==> src/design/hist_defines.svh <==
`ifndef HIST_DEFINES_SVH
`define HIST_DEFINES_SVH

// histogram geometry
`define HIST_WORDS     64
`define HIST_ADDR_W    6
`define BINS_PER_WORD  4
`define BIN_W          16

// sum of all bins of one histogram
`define TOTAL_W        20

// normalizing product is shifted down by this much
`define NORM_SHIFT     5
`define NORM_W         32
`define DIST_W         64

`endif

==> src/design/hist_data_pkg.sv <==
`default_nettype none
`include "hist_defines.svh"

package hist_data_pkg;

   // one raw bin and the four-bin memory word
   typedef logic [`BIN_W-1:0] bin_t;
   typedef bin_t [`BINS_PER_WORD-1:0] hist_word_t;

   // histogram total, used as the cross scale factor
   typedef logic [`TOTAL_W-1:0] total_t;

   // word address into either histogram memory
   typedef logic [`HIST_ADDR_W-1:0] hist_addr_t;

   // normalized bins, one word's worth
   typedef logic [`NORM_W-1:0] norm_t;
   typedef norm_t [`BINS_PER_WORD-1:0] norm_vec_t;

   // running sum of absolute differences
   typedef logic [`DIST_W-1:0] dist_t;

endpackage

`default_nettype wire

==> src/design/hist_ctrl_pkg.sv <==
`default_nettype none

package hist_ctrl_pkg;

   // read sequencer
   typedef enum logic {FETCH_IDLE, FETCH_READ} fetch_state_t;

   // accumulate sequencer, ACC_DONE drives the done level
   typedef enum logic [1:0] {ACC_IDLE, ACC_RUN, ACC_DONE} acc_state_t;

endpackage

`default_nettype wire

==> src/design/hist_ifs.sv <==
`timescale 1ns/1ps
`default_nettype none


// cross-normalized bins, no handshake
interface norm_bins_if;
   import hist_data_pkg::*;

   logic      valid;
   norm_vec_t cand_norm;
   norm_vec_t targ_norm;
   logic      first;
   logic      last;

   modport source (output valid, cand_norm, targ_norm, first, last);
   modport sink (input valid, cand_norm, targ_norm, first, last);
endinterface

`default_nettype wire

==> src/design/distance_accumulator.sv <==
`timescale 1ns/1ps
`default_nettype none
`include "hist_defines.svh"

module distance_accumulator (
   input  wire                    clk,
   input  wire                    reset,
   norm_bins_if.sink              norms,
   output hist_data_pkg::dist_t   distance,
   output logic                   done
);
   import hist_ctrl_pkg::*;
   import hist_data_pkg::*;

   // four 32-bit terms need two more bits
   localparam int SUM_W = `NORM_W + 2;

   acc_state_t state;
   norm_vec_t abs_diff;
   logic s1_valid;
   logic s1_first;
   logic s1_last;
   logic [SUM_W-1:0] diff_sum;

   // stage 1 flags
   always_ff @(posedge clk or posedge reset)
   begin
      if (reset)
      begin
         s1_valid <= 1'b0;
         s1_first <= 1'b0;
         s1_last  <= 1'b0;
      end
      else
      begin
         s1_valid <= norms.valid;
         s1_first <= norms.first;
         s1_last  <= norms.last;
      end
   end

   // stage 1 absolute differences, both operands unsigned
   always_ff @(posedge clk)
   begin
      if (norms.valid)
      begin
         for (int i = 0; i < `BINS_PER_WORD; i++)
         begin
            abs_diff[i] <= (norms.cand_norm[i] >= norms.targ_norm[i]) ?
                           norms.cand_norm[i] - norms.targ_norm[i] :
                           norms.targ_norm[i] - norms.cand_norm[i];
         end
      end
   end

   always_comb
   begin
      diff_sum = '0;
      for (int i = 0; i < `BINS_PER_WORD; i++)
      begin
         diff_sum = diff_sum + SUM_W'(abs_diff[i]);
      end
   end

   // stage 2, load on first word, add on the rest
   always_ff @(posedge clk or posedge reset)
   begin
      if (reset)
      begin
         state    <= ACC_IDLE;
         distance <= '0;
      end
      else
      begin
         case (state)
            ACC_IDLE, ACC_DONE:
            begin
               // result holds until a new run starts
               if (s1_valid && s1_first)
               begin
                  distance <= dist_t'(diff_sum);
                  state    <= s1_last ? ACC_DONE : ACC_RUN;
               end
            end
            ACC_RUN:
            begin
               if (s1_valid)
               begin
                  distance <= distance + dist_t'(diff_sum);
                  if (s1_last)
                     state <= ACC_DONE;
               end
            end
            default:
               state <= ACC_IDLE;
         endcase
      end
   end

   assign done = (state == ACC_DONE);

   // after a result only a new run's first word may arrive
   a_done_first: assert property (@(posedge clk) disable iff (reset)
      (state == ACC_DONE && s1_valid) |-> s1_first);

endmodule

`default_nettype wire

==> src/flat_wrapper.sv <==
// flat-port wrapper written by rule: the top's interface ports become plain ports
module distance_accumulator_flat import hist_ctrl_pkg::*; import hist_data_pkg::*;
  (clk, reset, distance, done, norms_valid, norms_cand_norm, norms_targ_norm, norms_first, norms_last);
  norm_bins_if norms_i ();
  input  wire clk;
  input  wire reset;
  output hist_data_pkg::dist_t distance;
  output logic done;
  input wire logic [$bits(norms_i.valid)-1:0] norms_valid;
  input wire logic [$bits(norms_i.cand_norm)-1:0] norms_cand_norm;
  input wire logic [$bits(norms_i.targ_norm)-1:0] norms_targ_norm;
  input wire logic [$bits(norms_i.first)-1:0] norms_first;
  input wire logic [$bits(norms_i.last)-1:0] norms_last;
  assign norms_i.valid = norms_valid;
  assign norms_i.cand_norm = norms_cand_norm;
  assign norms_i.targ_norm = norms_targ_norm;
  assign norms_i.first = norms_first;
  assign norms_i.last = norms_last;
  distance_accumulator u_core (.clk(clk), .reset(reset), .norms(norms_i), .distance(distance), .done(done));
endmodule
==> config.mk <==
export PLATFORM = sky130hd
export DESIGN_NAME = distance_accumulator_flat
export DESIGN_NICKNAME = d
export VERILOG_FILES = /design/src/design/hist_data_pkg.sv /design/src/design/hist_ctrl_pkg.sv /design/src/design/hist_ifs.sv /design/src/design/distance_accumulator.sv /design/src/flat_wrapper.sv
export VERILOG_INCLUDE_DIRS = /design/src /design/src/design
export SDC_FILE = /design/constraint.sdc
export NUM_CORES = 1
export LEC_CHECK = 0
export BUFFER_PORTS_ARGS = -buffer_cell sky130_fd_sc_hd__buf_2
export CORE_ASPECT_RATIO = 1.2
export CORE_UTILIZATION = 40
export DETAILED_ROUTE_END_ITERATION = 7
export PLACE_DENSITY = 0.67
export SETUP_SLACK_MARGIN = 0.5
export SYNTH_ARGS = -nofsm -noshare
export SYNTH_HDL_FRONTEND = slang
export SYNTH_SLANG_ARGS = --single-unit
==> constraint.sdc <==
create_clock -name clk -period 6.92 [get_ports clk]
set_clock_uncertainty 0.15 [all_clocks]
set_input_delay 1.384 -clock clk [delete_from_list [all_inputs] [get_ports clk]]
set_output_delay 1.384 -clock clk [all_outputs]
set_load 0.02 [all_outputs]
==> impl_metrics.toml, run 1 <==
[floorplan]
die-area_um2 = 66600
dieWidth_um = 236
num_rows = 102
die_y_um = 283
start_util = 0.405
fp.coreArea_um2 = 64700
pin_count = 326

[drt]
drt_iter0_drc = 1485
avgViaCountPerCell = 5.52
via_count = 24900
wl_per_cell_um = 17.8
route.detailed.drc = 0
ant_nets = 0
first_pass_iters = 5
wl_mm = 80.3

[yosys]
ys_ff_latch = 197
syn_area_um2 = 26200
synth_ff_type = "edfxtp_1"
netlist-cell-type-count = 86
syn_inst = 3349
synth_edf_count = 128
synth_nets = 4005
async_reset_ff_frac = 0.350
syn_area_per_cell_um2 = 7.83
yosysWarnings = 0
yosysSeqAreaShare = 0.212

[layout]
multi_input_area_um2 = 19500
drive_gt1_frac = 0.182
mostFrequentLayoutCell = "inv_1"
regArea_um2 = 5570
fin_area_um2 = 30800
final_cell_mix = "448 x inv_1, 349 x a21oi_1, 324 x buf_2"
fin_nets = 4321
nFillCells = 6407
area_growth_syn_to_layout_pct = 17.6

[grt]
grt_max_degree = 71
antenna_found_initial = 2
track_usage = 0.234
grt_pass1_wl_mm = 125
grt_overflow_total = 0
grt_pass1_vias = 23600

[clock_network]
clkSlewWorstSetupHoldPaths_ns = 0.08
cts_buffers = 17
cts_root_buf = "clkbuf_16"
cts.sinks = 197
clock_path_buffers = 2
h-tree-depth = 4
clock_latency_ns = 0.46
cts_tree = "built"

[timing]
hold_viol = 0
period_minus_slack_ns = 6.66
finalSetupTns_ns = 0
relSlewSlack = 0.226
rsz0062_at_grt = "true"
setup_violations = 0
period_share = 0.962
timing.fmax_mhz = 150
slew_violations = 0
hold_slack_ns = 0.357
worstMarginPinSlew_ns = 1.16

[placed_design]
io_buffer_count = 325
placed_area_um2 = 28800
gp_congestion = 0.949
hpwl_mm = 65.8

[setup_path]
crit_arrival_ns = 6.85
critPathLaunchType = "register"
cp_top_family = "compound AO/OA/AOI/OAI gates"
worstSetupPathType = "reg2reg"
r2r_setup_slack_ns = 0.26
cp_data_required_time_ns = 7.11
cp_max_fo = 6
critPathBufInv = 2
crit_slowest_cell = "fa_1"
cp-end-kind = "register"
slowest_delay_ns = 0.47

[outcome]
outcome = "finished clean"

[job]
maxCapViolCount = 0

[worst_hold_path]
min-delay-path-class = "reg2reg"
-- stage by stage --
stage          std cells  setup WS, ns   util
2_1_floorplan       3349         0.482      -
3_3_place_gp        4436        0.0456  0.446
3_5_place_dp        4436        -0.116  0.446
4_1_cts             4492         0.273  0.464
5_1_grt             4510       -0.0238  0.477
6_report            4511         0.262  0.477
-- Yosys cell counts (9+ instances only) --
cell | count | area share
inv_1 | 456 | 0.065
a21oi_1 | 391 | 0.075
ha_1 | 352 | 0.17
nor2_1 | 230 | 0.033
nand2_1 | 225 | 0.032
o21ai_0 | 210 | 0.040
a21o_1 | 158 | 0.045
edfxtp_1 | 128 | 0.15
xnor2_1 | 121 | 0.040
xor2_1 | 101 | 0.034
clkbuf_1 | 99 | 0.014
o21bai_1 | 79 | 0.023
dfrtp_1 | 69 | 0.066
nand3_1 | 53 | 0.010
nor2b_1 | 50 | 0.012
nand4_1 | 47 | 0.011
fa_1 | 43 | 0.033
nor3_1 | 43 | 0.0082
a31oi_1 | 39 | 0.0093
o21a_1 | 39 | 0.011
mux2i_1 | 38 | 0.015
nand2b_1 | 35 | 0.0083
a211oi_1 | 28 | 0.0080
and3_1 | 28 | 0.0067
or3_1 | 26 | 0.0062
buf_2 | 21 | 0.0040
o31ai_1 | 20 | 0.0057
o211ai_1 | 16 | 0.0046
and2_1 | 14 | 0.0033
a2111oi_0 | 11 | 0.0037
a221o_1 | 10 | 0.0038
a311oi_1 | 9 | 0.0030
o21ai_1 | 9 | 0.0017
or2_2 | 9 | 0.0021
-- registers in the layout, indices dropped and copies added (netlist names) --
| signal | count |
|---|---|
| u_core.abs_diff | 128 |
| u_core.distance | 64 |
| u_core.state | 2 |
| u_core.s1_first | 1 |
| u_core.s1_last | 1 |
| u_core.s1_valid | 1 |
-- cells by family after synthesis --
group                    share of synthesized area
AO/OA/AOI/OAI                                0.269
AND/OR/NAND/NOR                              0.142
buffers and inverters                       0.0846
adder cells (fa/ha/maj)                      0.201
XOR/XNOR                                    0.0741
flip-flops                                   0.212
multiplexers                                0.0179
-- repair_timing --
item / CTS / global route
hold buffers: 0 / 0
endpoints found under the setup margin: 43 / 48
buffers inserted: 24 / 18
pin swaps: 67 / 103
gates resized for setup: 77 / 135
-- path summary, 6_finish.rpt --
check	startpoint	endpoint	depth (start not counted)
worst min register to register	u_core.s1_last$_DFF_PP0_	u_core.state[0]$_DFFE_PP0P_	1
worst max-delay path	u_core.abs_diff[32]$_DFFE_PP_	u_core.distance[33]$_DFFE_PP0P_	30
worst min-delay path	u_core.s1_last$_DFF_PP0_	u_core.state[0]$_DFFE_PP0P_	1
worst max register to register	u_core.abs_diff[32]$_DFFE_PP_	u_core.distance[33]$_DFFE_PP0P_	30
max in group asynchronous	reset	u_core.distance[31]$_DFFE_PP0P_	3
min in group asynchronous	reset	u_core.distance[2]$_DFFE_PP0P_	3
-- layer usage --
layer | wire (um) | track usage | vias to the layer above | part of all wire
met5 | 27 | 0 | - | 0.00034
met4 | 3260 | 0.101 | 4 | 0.041
met3 | 3060 | 0.0231 | 135 | 0.038
met2 | 41700 | 0.440 | 680 | 0.52
met1 | 32300 | 0.267 | 11700 | 0.40
li1 | - | - | 12300 | -
-- final cells by class --
class | count | share of cell area
multi-input cells | 2570 | 0.632
flip-flops and latches | 197 | 0.181
repair buffers | 421 | 0.0769
inverters | 458 | 0.0557
well taps | 832 | 0.0338
clock buffers | 17 | 0.0138
clock inverters | 15 | 0.00665
diodes | 1 | 0.0000811
Power of run 1 is not shown: default switching activity piles up to over one toggle a cycle in this logic, so the estimate is an artifact.
==> run 2: changes to the inputs <==
--- a/config.mk
+++ b/config.mk
@@ -10,7 +10,7 @@
 export CORE_ASPECT_RATIO = 1.2
 export CORE_UTILIZATION = 40
 export DETAILED_ROUTE_END_ITERATION = 7
-export PLACE_DENSITY = 0.67
+export PLACE_DENSITY = 0.6
 export SETUP_SLACK_MARGIN = 0.5
 export SYNTH_ARGS = -nofsm -noshare
 export SYNTH_HDL_FRONTEND = slang
==> impl_metrics.toml, run 2 (synthesis gave the netlist of run 1 again) <==
[drt]
ant_nets = 0
wl_per_cell_um = 18.0
first_pass_iters = 6
via_count = 24700
route.detailed.drc = 0
wl_mm = 81.6
avgViaCountPerCell = 5.46
drt_iter0_drc = 1454

[layout]
area_growth_syn_to_layout_pct = 18.4
num_antenna_cells = 0
regMostFlops = "u_core.abs_diff"
fin_nets = 4339
regArea_um2 = 5570
nFillCells = 6519
mostFrequentLayoutCell = "inv_1"
drive_gt1_frac = 0.188
final_cell_mix = "444 x inv_1, 348 x a21oi_1, 324 x buf_2"
largest_reg_flops = 128
largest_registers = "u_core.abs_diff x128, u_core.distance x64, u_core.state x2"
multi_input_area_um2 = 19600

[grt]
grt_pass1_vias = 24300
grt_overflow_total = 0
antenna_found_initial = 1
track_usage = 0.239
grt_pass1_wl_mm = 127
grt_max_degree = 75

[clock_network]
clock_latency_ns = 0.48
clkSlewWorstSetupHoldPaths_ns = 0.07
clock_path_buffers = 2
cts_buffers = 17
cts.sinks = 197
h-tree-depth = 4
cts_root_buf = "clkbuf_16"
cts_tree = "built"
hold_buffers = 0

[setup_path]
cpMostUsedCell = "a21oi_2"
crit_slowest_cell = "fa_1"
critPathBufInv = 4
cp-end-kind = "register"
worstSetupPathType = "reg2reg"
cp_max_fo = 4
cp_data_required_time_ns = 7.12
slowest_delay_ns = 0.52
r2r_setup_slack_ns = 0.36
crit_arrival_ns = 6.77
cp_top_family = "compound AO/OA/AOI/OAI gates"
critPathLaunchType = "register"

[timing]
period_share = 0.948
slew_violations = 0
relSlewSlack = 0.244
finalSetupTns_ns = 0
worstMarginPinSlew_ns = 1.13
setup_violations = 0
hold_viol = 0
period_minus_slack_ns = 6.56
timing.fmax_mhz = 152
rsz0062_at_grt = "true"

[floorplan]
die-area_um2 = 66600
die_y_um = 283
pin_count = 326
dieWidth_um = 236
start_util = 0.405
num_rows = 102
fp.coreArea_um2 = 64700

[job]
maxCapViolCount = 0

[outcome]
outcome = "finished clean"

[worst_hold_path]
min-delay-path-class = "reg2reg"

[placed_design]
hpwl_mm = 67.0
gp_congestion = 0.936
io_buffer_count = 325
[run 2: cell count changes in the layout (fill, tap and decap cells not counted), moves of 4 or more]
cell     before  now
buf_4        91  102
ha_1        323  319
inv_6         7    2
inv_1       448  444
nand2_2       3    8
inv_2         8   12
buf_6         6   12
nand2_1     222  217
ha_4         17   22
[run 2: cell type report]
type | instances | share of cell area
clock inverters | 13 | 0.00423
well taps | 832 | 0.0335
flip-flops and latches | 197 | 0.179
repair buffers | 439 | 0.0818
multi-input cells | 2570 | 0.631
clock buffers | 19 | 0.0149
inverters | 458 | 0.0553
[run 2: final timing paths]
check / from / to / depth (start not counted)
setup / recovery: u_core.abs_diff[0]$_DFFE_PP_ / u_core.distance[33]$_DFFE_PP0P_ / 34
hold / removal: u_core.s1_last$_DFF_PP0_ / u_core.state[0]$_DFFE_PP0P_ / 1
setup reg to reg: u_core.abs_diff[0]$_DFFE_PP_ / u_core.distance[33]$_DFFE_PP0P_ / 34
hold reg to reg: u_core.s1_last$_DFF_PP0_ / u_core.state[0]$_DFFE_PP0P_ / 1
max in group asynchronous: reset / u_core.distance[6]$_DFFE_PP0P_ / 3
min in group asynchronous: reset / u_core.distance[21]$_DFFE_PP0P_ / 3
[run 2: worst register-to-register path, delay by kind of cell (launching register included)]
family	cells	cell delay, ns
buffers and inverters	4	0.39
AO/OA/AOI/OAI	17	2.58
AND/OR/NAND/NOR	6	1.08
XOR/XNOR	2	0.27
flip-flops	1	0.34
adder cells (fa/ha/maj)	5	1.62
[run 2: repair_timing]
action / 4_1_cts / 5_1_grt
setup buffers: 35 / 15
gates resized for setup: 118 / 118
endpoints found under the setup margin: 44 / 45
pin swaps: 76 / 88
hold endpoints to repair: 0 / 0
[run 2: per-layer routing]
metal	wire (um)	up-vias	GRT usage
met2	43000	588	0.461
met4	2560	2	0.0801
met5	8	-	0
met3	2620	132	0.0249
met1	33400	11600	0.272
li1	-	12400	-
[run 2: metrics by stage]
step / util / setup slack, ns / area (um^2) / std cells / hold WS, ns
floorplan: - / 0.482 / 26300 / 3349 / 0.295
global placement: 0.447 / 0.0393 / 28900 / 4446 / 0.337
detailed placement: 0.447 / -0.0723 / 28900 / 4446 / 0.327
CTS: 0.470 / 0.412 / 30400 / 4513 / 0.351
global route: 0.480 / -0.125 / 31100 / 4528 / 0.376
finish: 0.480 / 0.359 / 31100 / 4528 / 0.355
Power of run 2 is left out for the same reason.
